File: src/source/lite_mux_consts.svh
// AXI4-Lite multiplexer constants for port count, channel widths and routing depth
`ifndef LITE_MUX_CONSTS_SVH
`define LITE_MUX_CONSTS_SVH

// Upstream ports and the width of a port index
`define LM_NUM_PORTS 4
`define LM_SEL_W 2

// Channel field widths
`define LM_ADDR_W 32
`define LM_DATA_W 32
`define LM_STRB_W 4
`define LM_PROT_W 3
`define LM_RESP_W 2

// Routing FIFO depth, bounds transactions in flight per direction
`define LM_MAX_TRANS 4

// Response codes
`define LM_RESP_OKAY 2'b00
`define LM_RESP_SLVERR 2'b10

`endif

File: src/source/lite_mux_pkg.sv
// AXI4-Lite multiplexer channel, request, response and port-select types
`include "lite_mux_consts.svh"

package lite_mux_pkg;

  // Port index stored in the routing FIFOs
  typedef logic [`LM_SEL_W-1:0] sel_t;

  // ------------------------------------------------------------------------
  // Channel payloads
  // ------------------------------------------------------------------------
  typedef struct packed {
    logic [`LM_ADDR_W-1:0] addr;
    logic [`LM_PROT_W-1:0] prot;
  } aw_chan_t;

  typedef struct packed {
    logic [`LM_DATA_W-1:0] data;
    logic [`LM_STRB_W-1:0] strb;
  } w_chan_t;

  typedef struct packed {
    logic [`LM_RESP_W-1:0] resp;
  } b_chan_t;

  typedef struct packed {
    logic [`LM_ADDR_W-1:0] addr;
    logic [`LM_PROT_W-1:0] prot;
  } ar_chan_t;

  typedef struct packed {
    logic [`LM_DATA_W-1:0] data;
    logic [`LM_RESP_W-1:0] resp;
  } r_chan_t;

  // ------------------------------------------------------------------------
  // Bundles, master to slave and back
  // ------------------------------------------------------------------------
  typedef struct packed {
    aw_chan_t aw;
    logic     aw_valid;
    w_chan_t  w;
    logic     w_valid;
    logic     b_ready;
    ar_chan_t ar;
    logic     ar_valid;
    logic     r_ready;
  } lite_req_t;

  typedef struct packed {
    logic     aw_ready;
    logic     w_ready;
    b_chan_t  b;
    logic     b_valid;
    logic     ar_ready;
    r_chan_t  r;
    logic     r_valid;
  } lite_resp_t;

endpackage

File: src/source/rr_arbiter.sv
// Round-robin arbiter with lock-in, picks one port's address channel
`timescale 1ns/1ps
`include "lite_mux_consts.svh"

module rr_arbiter #(
  parameter type data_t = logic
) (
  input  logic                            clk_i,
  input  logic                            reset_i,
  input  logic [`LM_NUM_PORTS-1:0]        req_i,
  input  data_t [`LM_NUM_PORTS-1:0]       data_i,
  output logic [`LM_NUM_PORTS-1:0]        gnt_o,
  output logic                            valid_o,
  input  logic                            ready_i,
  output data_t                           data_o,
  output lite_mux_pkg::sel_t              idx_o
);

  // Rotating priority pointer
  lite_mux_pkg::sel_t rr_q;
  // Held grant while the output waits for ready
  logic               lock_q;
  lite_mux_pkg::sel_t lock_idx_q;

  // First requester at or after the pointer
  always_comb begin : pick_idx
    int unsigned cand;
    logic        found;
    found = 1'b0;
    idx_o = rr_q;
    for (int unsigned k = 0; k < `LM_NUM_PORTS; k++) begin
      cand = (int'(rr_q) + k) % `LM_NUM_PORTS;
      if (!found && req_i[cand]) begin
        idx_o = lite_mux_pkg::sel_t'(cand);
        found = 1'b1;
      end
    end
    // Lock-in overrides the search
    if (lock_q) begin
      idx_o = lock_idx_q;
    end
  end

  assign valid_o = req_i[idx_o];
  assign data_o  = data_i[idx_o];

  // Ready goes only to the selected port
  for (genvar i = 0; i < `LM_NUM_PORTS; i++) begin : gen_gnt
    assign gnt_o[i] = valid_o & ready_i & (idx_o == lite_mux_pkg::sel_t'(i));
  end

  always_ff @(posedge clk_i) begin
    if (reset_i) begin
      rr_q       <= '0;
      lock_q     <= 1'b0;
      lock_idx_q <= '0;
    end else if (valid_o && ready_i) begin
      // Transfer done, move one past the winner
      lock_q <= 1'b0;
      if (int'(idx_o) == `LM_NUM_PORTS - 1) begin
        rr_q <= '0;
      end else begin
        rr_q <= idx_o + 1'b1;
      end
    end else if (valid_o) begin
      // Stalled, keep this port granted
      lock_q     <= 1'b1;
      lock_idx_q <= idx_o;
    end
  end

endmodule

File: src/source/route_fifo.sv
// Small FIFO of port indices that records the routing order of transactions
`timescale 1ns/1ps
`include "lite_mux_consts.svh"

module route_fifo #(
  parameter int unsigned depth = `LM_MAX_TRANS
) (
  input  logic               clk_i,
  input  logic               reset_i,
  input  logic               push_i,
  input  logic               pop_i,
  input  lite_mux_pkg::sel_t data_i,
  output lite_mux_pkg::sel_t data_o,
  output logic               full_o,
  output logic               empty_o
);

  localparam int unsigned ptr_w = (depth > 1) ? $clog2(depth) : 1;
  localparam int unsigned cnt_w = $clog2(depth + 1);

  // Storage, no reset needed
  lite_mux_pkg::sel_t mem_q [depth];

  logic [ptr_w-1:0] wr_ptr_q;
  logic [ptr_w-1:0] rd_ptr_q;
  logic [cnt_w-1:0] cnt_q;
  logic             do_push;
  logic             do_pop;

  assign full_o  = (cnt_q == cnt_w'(depth));
  assign empty_o = (cnt_q == '0);
  // Overflow and underflow are dropped
  assign do_push = push_i & ~full_o;
  assign do_pop  = pop_i & ~empty_o;
  // Head entry
  assign data_o  = mem_q[rd_ptr_q];

  always_ff @(posedge clk_i) begin
    if (do_push) begin
      mem_q[wr_ptr_q] <= data_i;
    end
  end

  // Pointers wrap at depth, not at a power of two
  always_ff @(posedge clk_i) begin
    if (reset_i) begin
      wr_ptr_q <= '0;
      rd_ptr_q <= '0;
      cnt_q    <= '0;
    end else begin
      if (do_push) begin
        wr_ptr_q <= (wr_ptr_q == ptr_w'(depth - 1)) ? '0 : wr_ptr_q + 1'b1;
      end
      if (do_pop) begin
        rd_ptr_q <= (rd_ptr_q == ptr_w'(depth - 1)) ? '0 : rd_ptr_q + 1'b1;
      end
      // Occupancy
      if (do_push && !do_pop) begin
        cnt_q <= cnt_q + 1'b1;
      end else if (do_pop && !do_push) begin
        cnt_q <= cnt_q - 1'b1;
      end
    end
  end

endmodule

File: src/source/write_mux.sv
// Write path: arbitrates AW, steers W in address order and returns B to its port
`timescale 1ns/1ps
`include "lite_mux_consts.svh"

module write_mux (
  input  logic                                          clk_i,
  input  logic                                          reset_i,
  input  lite_mux_pkg::aw_chan_t [`LM_NUM_PORTS-1:0]    port_aw_i,
  input  logic [`LM_NUM_PORTS-1:0]                      port_aw_valid_i,
  input  logic [`LM_NUM_PORTS-1:0]                      port_b_ready_i,
  input  lite_mux_pkg::w_chan_t [`LM_NUM_PORTS-1:0]     port_w_i,
  input  logic [`LM_NUM_PORTS-1:0]                      port_w_valid_i,
  output logic [`LM_NUM_PORTS-1:0]                      port_aw_ready_o,
  output logic [`LM_NUM_PORTS-1:0]                      port_w_ready_o,
  output logic [`LM_NUM_PORTS-1:0]                      port_b_valid_o,
  output lite_mux_pkg::b_chan_t                         port_b_o,
  output lite_mux_pkg::aw_chan_t                        mst_aw_o,
  output logic                                          mst_aw_valid_o,
  input  logic                                          mst_aw_ready_i,
  output lite_mux_pkg::w_chan_t                         mst_w_o,
  output logic                                          mst_w_valid_o,
  input  logic                                          mst_w_ready_i,
  input  lite_mux_pkg::b_chan_t                         mst_b_i,
  input  logic                                          mst_b_valid_i,
  output logic                                          mst_b_ready_o
);

  // Arbiter side handshake, gated by W FIFO space
  logic               aw_valid;
  logic               aw_ready;
  lite_mux_pkg::sel_t aw_sel;
  // Set once the index is pushed but AW is still stalled
  logic               lock_aw_q;
  logic               lock_aw_d;

  logic               w_push;
  logic               w_pop;
  logic               w_full;
  logic               w_empty;
  lite_mux_pkg::sel_t w_sel;

  logic               b_pop;
  logic               b_full;
  logic               b_empty;
  lite_mux_pkg::sel_t b_sel;

  // --------------------------------------------------------------------------
  // AW channel
  // --------------------------------------------------------------------------
  rr_arbiter #(
    .data_t (lite_mux_pkg::aw_chan_t)
  ) aw_arb_inst (
    .clk_i   (clk_i),
    .reset_i (reset_i),
    .req_i   (port_aw_valid_i),
    .data_i  (port_aw_i),
    .gnt_o   (port_aw_ready_o),
    .valid_o (aw_valid),
    .ready_i (aw_ready),
    .data_o  (mst_aw_o),
    .idx_o   (aw_sel)
  );

  always_comb begin
    lock_aw_d      = lock_aw_q;
    mst_aw_valid_o = 1'b0;
    aw_ready       = 1'b0;
    w_push         = 1'b0;
    if (lock_aw_q) begin
      // Already pushed, just finish the handshake
      mst_aw_valid_o = 1'b1;
      if (mst_aw_ready_i) begin
        aw_ready  = 1'b1;
        lock_aw_d = 1'b0;
      end
    end else if (aw_valid && !w_full) begin
      // New grant, record the order once
      mst_aw_valid_o = 1'b1;
      w_push         = 1'b1;
      if (mst_aw_ready_i) begin
        aw_ready = 1'b1;
      end else begin
        lock_aw_d = 1'b1;
      end
    end
  end

  always_ff @(posedge clk_i) begin
    if (reset_i) begin
      lock_aw_q <= 1'b0;
    end else begin
      lock_aw_q <= lock_aw_d;
    end
  end

  route_fifo #(
    .depth (`LM_MAX_TRANS)
  ) w_fifo_inst (
    .clk_i   (clk_i),
    .reset_i (reset_i),
    .push_i  (w_push),
    .pop_i   (w_pop),
    .data_i  (aw_sel),
    .data_o  (w_sel),
    .full_o  (w_full),
    .empty_o (w_empty)
  );

  // --------------------------------------------------------------------------
  // W channel
  // --------------------------------------------------------------------------
  // Head port drives W, only with room for its B
  assign mst_w_o       = port_w_i[w_sel];
  assign mst_w_valid_o = ~w_empty & ~b_full & port_w_valid_i[w_sel];
  assign w_pop         = mst_w_valid_o & mst_w_ready_i;

  for (genvar i = 0; i < `LM_NUM_PORTS; i++) begin : gen_w_ready
    assign port_w_ready_o[i] = mst_w_ready_i & ~w_empty & ~b_full &
                               (w_sel == lite_mux_pkg::sel_t'(i));
  end

  // W transfer hands its index on to B
  route_fifo #(
    .depth (`LM_MAX_TRANS)
  ) b_fifo_inst (
    .clk_i   (clk_i),
    .reset_i (reset_i),
    .push_i  (w_pop),
    .pop_i   (b_pop),
    .data_i  (w_sel),
    .data_o  (b_sel),
    .full_o  (b_full),
    .empty_o (b_empty)
  );

  // --------------------------------------------------------------------------
  // B channel
  // --------------------------------------------------------------------------
  // Payload broadcast, valid to the owner only
  assign port_b_o      = mst_b_i;
  assign mst_b_ready_o = ~b_empty & port_b_ready_i[b_sel];
  assign b_pop         = mst_b_valid_i & mst_b_ready_o;

  for (genvar i = 0; i < `LM_NUM_PORTS; i++) begin : gen_b_valid
    assign port_b_valid_o[i] = mst_b_valid_i & ~b_empty &
                               (b_sel == lite_mux_pkg::sel_t'(i));
  end

endmodule

File: src/source/read_mux.sv
// Read path: arbitrates AR and returns R to the issuing port in order
`timescale 1ns/1ps
`include "lite_mux_consts.svh"

module read_mux (
  input  logic                                          clk_i,
  input  logic                                          reset_i,
  input  lite_mux_pkg::ar_chan_t [`LM_NUM_PORTS-1:0]    port_ar_i,
  input  logic [`LM_NUM_PORTS-1:0]                      port_ar_valid_i,
  input  logic [`LM_NUM_PORTS-1:0]                      port_r_ready_i,
  output logic [`LM_NUM_PORTS-1:0]                      port_ar_ready_o,
  output logic [`LM_NUM_PORTS-1:0]                      port_r_valid_o,
  output lite_mux_pkg::r_chan_t                         port_r_o,
  output lite_mux_pkg::ar_chan_t                        mst_ar_o,
  output logic                                          mst_ar_valid_o,
  input  logic                                          mst_ar_ready_i,
  input  lite_mux_pkg::r_chan_t                         mst_r_i,
  input  logic                                          mst_r_valid_i,
  output logic                                          mst_r_ready_o
);

  logic               ar_valid;
  logic               ar_ready;
  lite_mux_pkg::sel_t ar_sel;

  logic               r_push;
  logic               r_pop;
  logic               r_full;
  logic               r_empty;
  lite_mux_pkg::sel_t r_sel;

  // --------------------------------------------------------------------------
  // AR channel
  // --------------------------------------------------------------------------
  rr_arbiter #(
    .data_t (lite_mux_pkg::ar_chan_t)
  ) ar_arb_inst (
    .clk_i   (clk_i),
    .reset_i (reset_i),
    .req_i   (port_ar_valid_i),
    .data_i  (port_ar_i),
    .gnt_o   (port_ar_ready_o),
    .valid_o (ar_valid),
    .ready_i (ar_ready),
    .data_o  (mst_ar_o),
    .idx_o   (ar_sel)
  );

  // No R before its AR, so push on the transfer itself
  assign mst_ar_valid_o = ~r_full & ar_valid;
  assign ar_ready       = ~r_full & mst_ar_ready_i;
  assign r_push         = mst_ar_valid_o & mst_ar_ready_i;

  route_fifo #(
    .depth (`LM_MAX_TRANS)
  ) r_fifo_inst (
    .clk_i   (clk_i),
    .reset_i (reset_i),
    .push_i  (r_push),
    .pop_i   (r_pop),
    .data_i  (ar_sel),
    .data_o  (r_sel),
    .full_o  (r_full),
    .empty_o (r_empty)
  );

  // --------------------------------------------------------------------------
  // R channel
  // --------------------------------------------------------------------------
  assign port_r_o      = mst_r_i;
  assign mst_r_ready_o = ~r_empty & port_r_ready_i[r_sel];
  assign r_pop         = mst_r_valid_i & mst_r_ready_o;

  for (genvar i = 0; i < `LM_NUM_PORTS; i++) begin : gen_r_valid
    assign port_r_valid_o[i] = mst_r_valid_i & ~r_empty &
                               (r_sel == lite_mux_pkg::sel_t'(i));
  end

endmodule

File: src/source/lite_mux.sv
// AXI4-Lite round-robin multiplexer top, joins write and read paths to the bundles
`timescale 1ns/1ps
`include "lite_mux_consts.svh"

module lite_mux (
  input  logic                                        clk_i,
  input  logic                                        reset_i,
  input  lite_mux_pkg::lite_req_t [`LM_NUM_PORTS-1:0] port_req_i,
  output lite_mux_pkg::lite_resp_t [`LM_NUM_PORTS-1:0] port_resp_o,
  output lite_mux_pkg::lite_req_t                     mst_req_o,
  input  lite_mux_pkg::lite_resp_t                    mst_resp_i
);

  // Per-port fields pulled out of the request bundles
  lite_mux_pkg::aw_chan_t [`LM_NUM_PORTS-1:0] port_aw;
  lite_mux_pkg::w_chan_t [`LM_NUM_PORTS-1:0]  port_w;
  lite_mux_pkg::ar_chan_t [`LM_NUM_PORTS-1:0] port_ar;
  logic [`LM_NUM_PORTS-1:0] port_aw_valid, port_w_valid, port_b_ready;
  logic [`LM_NUM_PORTS-1:0] port_ar_valid, port_r_ready;
  // Results going back into the response bundles
  logic [`LM_NUM_PORTS-1:0] port_aw_ready, port_w_ready, port_b_valid;
  logic [`LM_NUM_PORTS-1:0] port_ar_ready, port_r_valid;
  lite_mux_pkg::b_chan_t port_b;
  lite_mux_pkg::r_chan_t port_r;

  for (genvar i = 0; i < `LM_NUM_PORTS; i++) begin : gen_port
    assign port_aw[i]       = port_req_i[i].aw;
    assign port_aw_valid[i] = port_req_i[i].aw_valid;
    assign port_w[i]        = port_req_i[i].w;
    assign port_w_valid[i]  = port_req_i[i].w_valid;
    assign port_b_ready[i]  = port_req_i[i].b_ready;
    assign port_ar[i]       = port_req_i[i].ar;
    assign port_ar_valid[i] = port_req_i[i].ar_valid;
    assign port_r_ready[i]  = port_req_i[i].r_ready;
    assign port_resp_o[i]   = '{aw_ready: port_aw_ready[i], w_ready: port_w_ready[i],
                                b: port_b, b_valid: port_b_valid[i],
                                ar_ready: port_ar_ready[i], r: port_r,
                                r_valid: port_r_valid[i]};
  end

  write_mux write_mux_inst (
    .clk_i (clk_i), .reset_i (reset_i),
    .port_aw_i (port_aw), .port_aw_valid_i (port_aw_valid),
    .port_b_ready_i (port_b_ready), .port_w_i (port_w),
    .port_w_valid_i (port_w_valid), .port_aw_ready_o (port_aw_ready),
    .port_w_ready_o (port_w_ready), .port_b_valid_o (port_b_valid),
    .port_b_o (port_b), .mst_aw_o (mst_req_o.aw),
    .mst_aw_valid_o (mst_req_o.aw_valid), .mst_aw_ready_i (mst_resp_i.aw_ready),
    .mst_w_o (mst_req_o.w), .mst_w_valid_o (mst_req_o.w_valid),
    .mst_w_ready_i (mst_resp_i.w_ready), .mst_b_i (mst_resp_i.b),
    .mst_b_valid_i (mst_resp_i.b_valid), .mst_b_ready_o (mst_req_o.b_ready)
  );

  read_mux read_mux_inst (
    .clk_i (clk_i), .reset_i (reset_i),
    .port_ar_i (port_ar), .port_ar_valid_i (port_ar_valid),
    .port_r_ready_i (port_r_ready), .port_ar_ready_o (port_ar_ready),
    .port_r_valid_o (port_r_valid), .port_r_o (port_r),
    .mst_ar_o (mst_req_o.ar), .mst_ar_valid_o (mst_req_o.ar_valid),
    .mst_ar_ready_i (mst_resp_i.ar_ready), .mst_r_i (mst_resp_i.r),
    .mst_r_valid_i (mst_resp_i.r_valid), .mst_r_ready_o (mst_req_o.r_ready)
  );

endmodule

File: config.mk
export PLATFORM = sky130hd
export DESIGN_NAME = lite_mux
export DESIGN_NICKNAME = d
export VERILOG_FILES = /design/src/source/lite_mux_pkg.sv /design/src/source/rr_arbiter.sv /design/src/source/route_fifo.sv /design/src/source/write_mux.sv /design/src/source/read_mux.sv /design/src/source/lite_mux.sv
export VERILOG_INCLUDE_DIRS = /design/src /design/src/source
export SDC_FILE = /design/constraint.sdc
export NUM_CORES = 1
export LEC_CHECK = 0
export BUFFER_PORTS_ARGS = -buffer_cell sky130_fd_sc_hd__clkbuf_2
export CORE_AREA = 2 2 299 301
export DETAILED_ROUTE_END_ITERATION = 10
export DIE_AREA = 0 0 301 303
export GPL_ROUTABILITY_DRIVEN = 0
export MAX_ROUTING_LAYER = met4
export PLACE_DENSITY = 0.32
export RECOVER_POWER = 50
export SLEW_MARGIN = 20
export SYNTH_ARGS = -nofsm -noshare
export SYNTH_HDL_FRONTEND = slang
export SYNTH_SLANG_ARGS = --single-unit
File: constraint.sdc
create_clock -name clk_i -period 3.3 [get_ports clk_i]
set_clock_uncertainty 0.15 [all_clocks]
set_input_delay 0 -clock clk_i [delete_from_list [all_inputs] [get_ports clk_i]]
set_output_delay 0 -clock clk_i [all_outputs]
set_load 0.05 [all_outputs]
Word level (Yosys, flattened, before mapping)
Memory sizes are Yosys's and may differ from the RTL's. A register that Yosys moved wholly into a read port is not among the register bits.
Index checks and enable logic that the tools add are counted.
Storage, ports and cells
  input port bits: 487
  output and inout port bits: 275
  bits in writable memories: 24
  memories kept: 3
  flip-flop bits (word level): 32
  logic and storage cells: 252
Cells by class
  bitwise operators: 50
  eq/ne operators: 26
  $lt $le $gt $ge: 13
  $add $sub $neg: 20
  reductions and logical operators: 43
  mux-type cells: 81
Memory list
  read_mux_inst.r_fifo_inst.mem_q: depth 4, bits a word 2, rd ports 1, clocked after memory_dff 1, write ports 1, line route_fifo.sv:22  | lite_mux_pkg::sel_t mem_q [depth];
  write_mux_inst.b_fifo_inst.mem_q: depth 4, bits a word 2, rd ports 1, clocked after memory_dff 1, write ports 1, line route_fifo.sv:22
  write_mux_inst.w_fifo_inst.mem_q: depth 4, bits a word 2, rd ports 1, clocked after memory_dff 1, write ports 1, line route_fifo.sv:22
Operators by type and width (number)
  35-bit binary-select mux with 2-bit select: 2
  36-bit binary-select mux with 2-bit select: 1
  35-bit two-way mux: 2
  2-bit two-way mux: 22
  1-bit AND: 42
  2-bit by 3-bit less-than comparator with 1-bit output, second input constant: 13
  36-bit two-way mux: 1
  1-bit two-way mux: 34
  2-bit == test, second input constant: 16
  1-bit binary-select mux with 2-bit select: 13
  2-bit by 1-bit adder with 2-bit output, second input constant: 10
  3-bit two-way mux: 6
  1-bit logical AND: 15
  2-bit by 1-bit == test with 1-bit output, second input constant: 7
  1-bit logical NOT: 13
  2-bit logical NOT: 5
  3-bit by 1-bit adder with 3-bit output, second input constant: 3
  3-bit == test, second input constant: 3
  3-bit logical NOT: 3
  3-bit by 1-bit subtractor with 3-bit output, second input constant: 3
  2-bit adder, second input constant: 4
  1-bit NOT: 8
  2-bit nonzero test: 3
  2-bit AND reduction: 2
  2-bit OR reduction: 2

Logic depth before layout (Yosys ltp)
Gate-level depths: netlist of run 1.
  word-level depth: 23
  depth in mapped cells: 14
  gate-level depth less buffers: 13

Hierarchy
A second synthesis of run 1 with hierarchy kept.
Unflattened totals
  cell total of the unflattened synthesis: 626
  area, all modules: 7414.6 sq um
By module, submodules not included
  rr_arbiter: cells each 112, seq. area each 100.1 sq um, instances 2, area an instance 1347.5 sq um
  route_fifo: cells each 60, seq. area each 420.4 sq um, instances 3, area an instance 788.3 sq um
  write_mux: cells each 70, seq. area each 20.0 sq um, instances 1, area an instance 1191.1 sq um
  lite_mux: cells each 108, seq. area each 0.0 sq um, instances 1, area an instance 810.8 sq um
  read_mux: cells each 44, seq. area each 0.0 sq um, instances 1, area an instance 352.8 sq um

Worst setup path before layout of run 1
No wires, ideal clock.
  kind: reg-to-reg
  start point: register with a tool-made name
  end point: register write_mux_inst.w_fifo_inst.cnt_q[2]
  clock period less this slack: 3.241 ns
  arrival: 3.020 ns
  setup time: 0.071 ns
  cell stages (with the launch flop): 13
  data required time: 3.079 ns
  path slack: 0.059 ns
  cells stage by stage: dfxtp_1 > mux4_2 > buf_6 > mux4_2 > and3_1 > buf_6 > inv_1 > ha_1 > inv_1 > fa_1 > xor2_1 > or3_1 > a21oi_1
RTL lines
  end signal: assignment: line route_fifo.sv:59  | cnt_q <= cnt_q + 1'b1;
  end signal: assignment: line route_fifo.sv:61  | cnt_q <= cnt_q - 1'b1;
  end: declaration: line route_fifo.sv:26  | logic [cnt_w-1:0] cnt_q;

==> flow_metrics.env, run 1 <==
export IMPL_rrSetupSlack_ps=150
export IMPL_rows=109
export IMPL_path_cells="mux4_2 > mux4_2 > and3_1 > inv_1 > ha_2 > inv_1 > fa_1 > xor2_1 > or3_1 > a21oi_1"
export IMPL_yosysMostFrequentCell="nand2_1"
export IMPL_violations="max-capacitance violations, max-slew violations"
export IMPL_outcome="finished, violations left"
export IMPL_critPathMaxFanout=2
export IMPL_portBuffers=581
export IMPL_cts_clk_slew_worst_paths_ps=60
export IMPL_netlist_instances=882
export IMPL_drv_slew=36
export IMPL_start_kind="register"
export IMPL_cts_root_buf="clkbuf_16"
export IMPL_max_slew_margin_pct=-70.38
export IMPL_synth_top_cells_by_area="mux2i_1 (15%), buf_4 (15%), mux4_2 (13%), dfxtp_1 (10%), edfxtp_1 (9.4%)"
export IMPL_hpwl_mm=34.81
export IMPL_critPathSlowestCell="mux4_2"
export IMPL_vias_per_cell=3.269
export IMPL_design_die_area_sq_um=91200
export IMPL_post_cts_buffers=0
export IMPL_dpl_worst_slack_ps=96.63
export IMPL_cts_tree="yes"
export IMPL_drt_initial_drc_count=534
export IMPL_synth_commonest_cells="nand2_1 (168), buf_4 (150), mux2i_1 (117)"
export IMPL_p_leak_nw=5.763
export IMPL_hold_violations=0
export IMPL_setup_viol=0
export IMPL_routed_wl_mm=40.08
export IMPL_period_share_pct=95.33
export IMPL_core_area_sq_um=87970
export IMPL_tightest_slew_ps=2567
export IMPL_synthesis_nets=1398
export IMPL_async_flop_share_pct=0
export IMPL_grt_antenna_before_repair=14
export IMPL_cts_sinks=62
export IMPL_fin_nets=1852
export IMPL_yosysTopAreaCellShare_pct=15.35
export IMPL_avgRoutedWirePerCell_um=15.92
export IMPL_io_pins=762
export IMPL_clock_fmax_mhz=317.9
export IMPL_firstDrtPassIters=5
export IMPL_critPathMaxStageDelay_ps=510
export IMPL_start_util_pct=8.675
export IMPL_total_power_mw=11.87
export IMPL_syn_to_final_growth_pct=49.78
export IMPL_tns_ps=0
export IMPL_dr_total_vias=8227
export IMPL_grt_overflow_total=0
export IMPL_hold_path_class="input pin to register"
export IMPL_die_w_um=301
export IMPL_path_class="register to register"
export IMPL_synthFlopType="dfxtp_1"
export IMPL_synth_edf_count=24
export IMPL_ys_seq_area_share_pct=19.41
export IMPL_multiInputGateArea_sq_um=4741
export IMPL_ctsLongestPathBuffers=2
export IMPL_grt_pass1_vias=8196
export IMPL_fillers=10200
export IMPL_grt_first_pass_wirelength_mm=55.19
export IMPL_cap_viol_max_count=36
export IMPL_regArea_sq_um=1483
export IMPL_ys_warn_count=0
export IMPL_synth_seq_cells=62
export IMPL_layout_setup_ws_ps=154.0
export IMPL_die_y_um=303
export IMPL_synthesis_area_sq_um=7631
export IMPL_ys_types=55
export IMPL_layout_drive_gt1_share_pct=51.01
export IMPL_crit_required_ps=3410
export IMPL_period_minus_slack_ps=3146
export IMPL_numCtsBuffers=9
export IMPL_whs_ps=4.127
export IMPL_drc=0
export IMPL_ant_nets=0
export IMPL_synth_largest_area_cell="mux2i_1"
export IMPL_track_usage_pct=8.411
export IMPL_cp_arrival_ps=3250
export IMPL_power_density_nw_per_um2=1039
export IMPL_ir_drop_mv=0.5599
export IMPL_clk_latency_ps=330
export IMPL_htreeDepth=3
export IMPL_grt_max_degree=77
export IMPL_critPathCaptureType="register"
export IMPL_avgSynthCellArea_sq_um=8.652
## critical path: cells and delay by family, from the launching register on
| family | cells | cell delay [ps] |
|---|---|---|
| xor+xnor | 1 | 160 |
| flops | 1 | 370 |
| buf+inv | 2 | 150 |
| mux | 2 | 960 |
| fa+ha+maj | 2 | 620 |
| simple gates | 2 | 500 |
| compound gates | 1 | 150 |
## worst paths after layout
check                                          from                                 endpoint  cells after the start
max reg2reg  write_mux_inst.w_fifo_inst.mem_q[3][0]      write_mux_inst.w_fifo_inst.cnt_q[2]                     10
max          write_mux_inst.w_fifo_inst.mem_q[3][0]      write_mux_inst.w_fifo_inst.cnt_q[2]                     10
min reg2reg   read_mux_inst.r_fifo_inst.wr_ptr_q[1]    read_mux_inst.r_fifo_inst.wr_ptr_q[1]                      2
min                                  mst_resp_i[35]  read_mux_inst.ar_arb_inst.lock_idx_q[1]                      3
## routing by layer
layer | wire (um) | GRT usage (%) | part of all wire [%]
met5 | 0 | - | 0
met4 | 388 | 1.741 | 0.97
met3 | 3196 | 2.800 | 8.0
met2 | 18870 | 12.85 | 47
met1 | 17620 | 10.75 | 44
## power breakdown
group          switching, mW  internal [mW]
Combinational           6.81           2.88
Clock                  0.372          0.587
Sequential             0.172           1.05
## metrics by stage
step	area [sq um]	utilization, %	instances
finish	11430	12.99	2517
global route	11430	12.99	2517
CTS	11970	13.61	2506
detailed placement	10930	12.42	2452
global placement	10930	12.42	2452
floorplan	7631	-	882
## cell families after synthesis
family / share of synthesized area (%)
simple gates: 17.94
flops: 19.41
xor+xnor: 0.6886
fa+ha+maj: 5.050
compound gates: 8.674
buf+inv: 18.87
mux: 29.37
## state kept, by name (all words and copies together) (netlist names), 3 cells and up, named ones only
signal                            cells
read_mux_inst.r_fifo_inst.cnt_q       3
read_mux_inst.r_fifo_inst.mem_q       8
write_mux_inst.b_fifo_inst.cnt_q      3
write_mux_inst.w_fifo_inst.cnt_q      3
write_mux_inst.w_fifo_inst.mem_q      8
write_mux_inst.b_fifo_inst.mem_q      8
## cell usage in the layout, fill, tap and decap left out, drive strengths merged, types with 4 or more instances in the layout
master and count:
a21oi 15, mux4 45, and3 46, or3 5, mux2 5, mux2i 117, diode 11, o21ai 6
inv 28, nor3 5, a211oi 7, dfxtp 38, o211ai 4, xor2 6, and2 17, ha 26
nand2 168, nor3b 5, edfxtp 24, buf 26, o31a 5, nand3 6, a31oi 37, nor2 30
clkbuf 623, nor2b 9
## cell type report
cell class	instances	share of cell area [%]
well taps	1165	12.75
clock buffers	9	1.970
flip-flops and latches	62	12.97
repair buffers	642	29.10
diodes	11	0.2408
multi-input cells	595	41.48
clock inverters	7	0.6349
inverters	26	0.8539
## repair_timing
action	in CTS	in global routing
endpoints found under the hold margin	146	0
setup endpoints to repair	0	25
hold buffers	38	0
gates resized for setup	0	7
No activity file was read; power rests on OpenSTA's default activity.
==> run 2: changes to the inputs <==
Settings changed: REMOVE_ABC_BUFFERS set to 1.
==> run 2 against run 1 <==
  * The run still ends with max-capacitance violations, max-slew violations left
  * Combinational power grew 5%
  * Wire length grew 40%
  * Cell count down 0.12%
  * Sequential share of layout area decreased by 0.38 points
  * Clock power grew 21%
  * Flip-flop and latch count unchanged
  * Critical path type unchanged
  * Critical endpoint is now read_mux_inst.r_fifo_inst.cnt_q[2]
  * Largest power group unchanged
==> flow_metrics.env, run 2 (synthesized netlist as in run 1, its figures left out) <==
export IMPL_outcome="finished, violations left"
export IMPL_violations="max-capacitance violations, max-slew violations"
export IMPL_start_util_pct=8.675
export IMPL_fin_nets=1851
export IMPL_rows=109
export IMPL_cap_viol_max_count=36
export IMPL_path_class="register to register"
export IMPL_cts_sinks=62
export IMPL_routed_wl_mm=56.18
export IMPL_fillers=10130
export IMPL_regArea_sq_um=1483
export IMPL_start_kind="register"
export IMPL_period_minus_slack_ps=3116
export IMPL_grt_pass1_vias=8510
export IMPL_ant_nets=0
export IMPL_portBuffers=581
export IMPL_clk_latency_ps=350
export IMPL_dr_total_vias=8664
export IMPL_vias_per_cell=3.446
export IMPL_critPathCaptureType="register"
export IMPL_crit_required_ps=3440
export IMPL_grt_first_pass_wirelength_mm=71.84
export IMPL_drc=0
export IMPL_post_cts_buffers=0
export IMPL_final_common_cell="clkbuf_2"
export IMPL_setup_viol=0
export IMPL_rsz0062_at_grt="no"
export IMPL_final_cell_mix="clkbuf_2 (547), nand2_1 (168), mux2i_1 (117)"
export IMPL_critPathMaxFanout=5
export IMPL_grt_max_degree=77
export IMPL_firstDrtPassIters=6
export IMPL_die_w_um=301
export IMPL_multiInputGateArea_sq_um=4723
export IMPL_io_pins=762
export IMPL_cts_root_buf="clkbuf_16"
export IMPL_core_area_sq_um=87970
export IMPL_max_slew_margin_pct=-121.4
export IMPL_cts_clk_slew_worst_paths_ps=60
export IMPL_syn_to_final_growth_pct=54.35
export IMPL_drt_initial_drc_count=589
export IMPL_tns_ps=0
export IMPL_design_die_area_sq_um=91200
export IMPL_grt_antenna_before_repair=35
export IMPL_power_density_nw_per_um2=1073
export IMPL_track_usage_pct=12.00
export IMPL_htreeDepth=3
export IMPL_top_regs="read_mux_inst.r_fifo_inst.mem_q x8, write_mux_inst.b_fifo_inst.mem_q x8, write_mux_inst.w_fifo_inst.mem_q x8"
export IMPL_hold_violations=0
export IMPL_hold_path_class="input pin to register"
export IMPL_clock_fmax_mhz=320.9
export IMPL_period_share_pct=94.42
export IMPL_fin_util_pct=13.39
export IMPL_tightest_slew_ps=3336
export IMPL_ir_drop_mv=0.5236
export IMPL_hpwl_mm=48.70
export IMPL_cts_tree="yes"
export IMPL_grt_overflow_total=0
export IMPL_layout_drive_gt1_share_pct=49.93
export IMPL_numCtsBuffers=9
export IMPL_drv_slew=36
export IMPL_cp_arrival_ps=3250
export IMPL_ctsLongestPathBuffers=2
export IMPL_avgRoutedWirePerCell_um=22.34
export IMPL_die_y_um=303
export IMPL_p_leak_nw=5.867
[run 2: cell count changes in the layout (fill, tap and decap cells not counted), sizes merged, moves of 2 or more]
cell / before / now
diode: 11 / 9
clkinv: 3 / 1
bufinv: 1 / 3
clkbuf: 623 / 601
buf: 26 / 46
[run 2: through the flow]
stage | area (sq um) | std cells | total power [mW] | hold WS [ps] | worst slack, ps
after floorplan | 6289 | 683 | 8.071 | -150.0 | -1567
final | 11780 | 2514 | 12.64 | 35.48 | 184.1
after global placement | 11250 | 2450 | 11.04 | -110.5 | 86.29
after global routing | 11770 | 2509 | 13.36 | 64.14 | 5.594
after CTS | 12620 | 2505 | 12.94 | 22.54 | 100.4
after detailed placement | 11250 | 2450 | 11.08 | -110.5 | 111.6
[run 2: what timing repair did]
item / 4_1_cts / 5_1_grt
resized for setup: 0 / 4
hold buffers: 39 / 0
endpoints found under the setup margin: 0 / 1
endpoints found under the hold margin: 146 / 0
[run 2: critical path: stages (launching register included)]
cell and delay (ps):
dfxtp_1 380, mux4_2 580, mux4_2 470, nand2_1 150, ha_1 200, inv_1 70
fa_1 420, xor2_1 170, or3_1 310, a21oi_1 140
[run 2: final timing paths]
| check | startpoint | endpoint | slack, ps | cells after the start |
|---|---|---|---|---|
| hold / removal | reset_i | read_mux_inst.r_fifo_inst.cnt_q[1] | 40 | 3 |
| setup reg to reg | register | read_mux_inst.r_fifo_inst.cnt_q[2] | 180 | 9 |
| hold reg to reg | read_mux_inst.r_fifo_inst.wr_ptr_q[1] | read_mux_inst.r_fifo_inst.wr_ptr_q[1] | 350 | 2 |
| setup / recovery | register | read_mux_inst.r_fifo_inst.cnt_q[2] | 180 | 9 |
[run 2: layer usage]
layer / GRT usage (%) / share of wire, % / up-vias / wire [um]
met5: - / 0 / - / 0
met4: 5.627 / 6.2 / 0 / 3487
li1: - / - / 3903 / -
met1: 13.61 / 38 / 4173 / 21350
met3: 3.795 / 10 / 58 / 5607
met2: 19.19 / 46 / 530 / 25730
[run 2: report_power, final]
part,switching [mW],total [mW],internal [mW]
clock network,0.411,1.16,0.749
registers,0.186,1.24,1.05
logic,6.91,10.2,3.33
[run 2: final cells by class]
cell class,count,share of cell area (%)
clock inverter,7,1.062
tap,1165,12.38
timing repair buffer,641,30.94
sequential,62,12.59
antenna,9,0.1912
multi-input combinational,595,40.10
clock buffer,9,1.912
inverter,26,0.8286
==> run 3: changes to the inputs <==
Settings changed: ABC_AREA set to 0, CORE_AREA 2 2 299 301 to 10 10 290 292, DIE_AREA 0 0 301 303 to 0 0 300 302, PLACE_DENSITY 0.32 to 0.34.
==> run 3 against run 2 <==
  * The run still ends with max-capacitance violations, max-slew violations left
  * Sequential share of layout area about the same
  * Critical path type is now input pin to register
  * Sequential power about the same
  * Critical path depth increased by 5
  * Critical endpoint is now write_mux_inst.w_fifo_inst.cnt_q[2]
  * Highest routed layer unchanged
==> flow_metrics.env, run 3 (synthesized netlist as in run 1, its figures left out) <==
export IMPL_top_regs="read_mux_inst.r_fifo_inst.mem_q x8, write_mux_inst.b_fifo_inst.mem_q x8, write_mux_inst.w_fifo_inst.mem_q x8"
export IMPL_firstDrtPassIters=5
export IMPL_power_density_nw_per_um2=1097
export IMPL_final_cell_mix="clkbuf_2 (542), nand2_1 (167), mux2i_1 (117)"
export IMPL_holdPathEnd="read_mux_inst.r_fifo_inst.cnt_q[0]"
export IMPL_die_y_um=302
export IMPL_reg2reg_depth=10
export IMPL_cts_tree="yes"
export IMPL_cts_clk_slew_worst_paths_ps=70
export IMPL_portBuffers=581
export IMPL_grt_pass1_vias=8793
export IMPL_critPathMaxFanout=5
export IMPL_start_util_pct=9.739
export IMPL_wl_met3_mm=5.560
export IMPL_final_common_cell="clkbuf_2"
export IMPL_die_w_um=300
export IMPL_tightest_slew_ps=3374
export IMPL_drc=0
export IMPL_power_switching_share_pct=59.53
export IMPL_stdcell_count=2393
export IMPL_hold_path_startpoint="reset_i"
export IMPL_start_kind="input pin"
export IMPL_clock_fmax_mhz=318.2
export IMPL_wl_met2_mm=28.24
export IMPL_fin_nets=1849
export IMPL_avgRoutedWirePerCell_um=24.66
export IMPL_cap_viol_max_count=36
export IMPL_hold_violations=0
export IMPL_ctsLongestPathBuffers=2
export IMPL_track_usage_pct=12.42
export IMPL_power_frac_clock_pct=7.2
export IMPL_final_area_sq_um=11770
export IMPL_path_class="input pin to register"
export IMPL_grt_first_pass_wirelength_mm=76.19
export IMPL_htreeDepth=3
export IMPL_critPathCaptureType="register"
export IMPL_core_area_sq_um=78360
export IMPL_syn_to_final_growth_pct=54.27
export IMPL_dr_total_vias=8618
export IMPL_rows=103
export IMPL_p_int_mw=5.226
export IMPL_multiInputGateArea_sq_um=4733
export IMPL_rsz0062_at_grt="yes"
export IMPL_hpwl_mm=50.75
export IMPL_top_layer_used="met4"
export IMPL_ant_nets=0
export IMPL_m1WireLength_mm=23.01
export IMPL_numCtsBuffers=9
export IMPL_period_minus_slack_ps=3143
export IMPL_ir_drop_mv=0.4409
export IMPL_whs_path_depth=3
export IMPL_pwr_share_comb_pct=83.2
export IMPL_io_pins=762
export IMPL_seqPwrFrac_pct=9.6
export IMPL_design_die_area_sq_um=90600
export IMPL_max_slew_margin_pct=-124.0
export IMPL_placedCellCount=2332
export IMPL_setup_viol=0
export IMPL_rrSetupSlack_ps=160
export IMPL_drt_initial_drc_count=413
export IMPL_grt_antenna_before_repair=5
export IMPL_p_leak_nw=5.928
export IMPL_drv_slew=36
export IMPL_layout_drive_gt1_share_pct=50.97
export IMPL_place_area_sq_um=11280
export IMPL_cts_sinks=62
export IMPL_clk_latency_ps=350
export IMPL_fillers=9024
export IMPL_cts_root_buf="clkbuf_16"
export IMPL_grt_overflow_total=0
export IMPL_hold_path_class="input pin to register"
export IMPL_regArea_sq_um=1488
export IMPL_routed_wl_mm=59.01
export IMPL_grt_max_degree=77
export IMPL_crit_required_ps=3440
export IMPL_r2r_end="write_mux_inst.w_fifo_inst.cnt_q[2]"
export IMPL_vias_per_cell=3.601
export IMPL_period_share_pct=95.23
export IMPL_cp_arrival_ps=3290
export IMPL_p_switching_mw=7.687
export IMPL_violations="max-capacitance violations, max-slew violations"
export IMPL_outcome="finished, violations left"
==> run 3: cell types whose count changed in the layout (fill, tap and decap cells not counted), moves of 3 or more <==
| cell | before | now |
|---|---|---|
| buf_12 | 29 | 42 |
| diode_2 | 9 | 5 |
| bufinv_16 | 3 | 0 |
| clkbuf_1 | 45 | 36 |
| buf_4 | 17 | 13 |
| clkbuf_2 | 547 | 542 |
==> run 3: worst max-delay path by stage <==
stage / start / end / slack [ps] / cells past startpoint
finish: port_req_i[186] / write_mux_inst.w_fifo_inst.cnt_q[2] / 160 / 14
global route: port_req_i[186] / write_mux_inst.w_fifo_inst.cnt_q[2] / -10 / 14
CTS: register / write_mux_inst.w_fifo_inst.cnt_q[2] / 50 / 10
detailed placement: register / write_mux_inst.w_fifo_inst.cnt_q[2] / 80 / 10
global placement: register / write_mux_inst.w_fifo_inst.cnt_q[2] / 40 / 10
floorplan: write_mux_inst.aw_arb_inst.rr_q[0] / mst_req_o[100] / -1570 / 6
==> run 3: critical path, stage by stage <==
cell	delay, ps
dlygate4sd3_1	600
clkbuf_2	170
nand2b_1	170
a21o_1	220
a2111o_1	370
nand3_1	130
o211ai_1	180
inv_1	130
ha_2	200
inv_1	60
fa_1	430
xor2_1	160
or3_1	330
a21oi_2	130
==> run 3: repair_timing <==
item,in CTS,in global routing
endpoints found under the setup margin,0,3
resized for setup,0,13
hold buffers,40,0
buffers inserted,0,0
hold endpoints to repair,148,0
==> run 3: area by class of cell <==
class | count | area share, %
diodes | 5 | 0.1063
well taps | 1050 | 11.16
repair buffers | 639 | 32.69
flip-flops and latches | 62 | 12.64
clock buffers | 9 | 1.913
clock inverters | 7 | 0.4570
inverters | 26 | 0.8290
multi-input cells | 595 | 40.21
==> run 3: per-stage QoR <==
step                utilization (%)  hold slack [ps]  total power, mW  TNS (ps)  setup slack (ps)
floorplan                         -           -150.0            8.071    -76810             -1567
global placement              14.39           -123.7            11.55         0             42.29
detailed placement            14.39           -123.7            11.56         0             81.64
CTS                           16.06            5.660            13.15         0             45.57
global route                  15.02            40.09            13.61    -14.49            -14.49
finish                        15.02            7.184            12.91         0             157.4
==> run 3: metal layers <==
| layer | up-vias | global-route usage [%] |
|---|---|---|
| met1 | 4164 | 14.12 |
| met4 | 0 | 3.703 |
| met5 | - | - |
| met2 | 503 | 20.74 |
| met3 | 59 | 3.881 |
| li1 | 3892 | - |
==> run 3: power groups by stage <==
stage | logic [mW] | clock network, mW | registers (mW)
3_3_place_gp | 10.3 | 0 | 1.24
6_report | 10.7 | 0.926 | 1.24
5_1_grt | 11.3 | 1.02 | 1.27
3_5_place_dp | 10.3 | 0 | 1.25
4_1_cts | 10.9 | 0.982 | 1.23
2_1_floorplan | 6.87 | 0 | 1.20
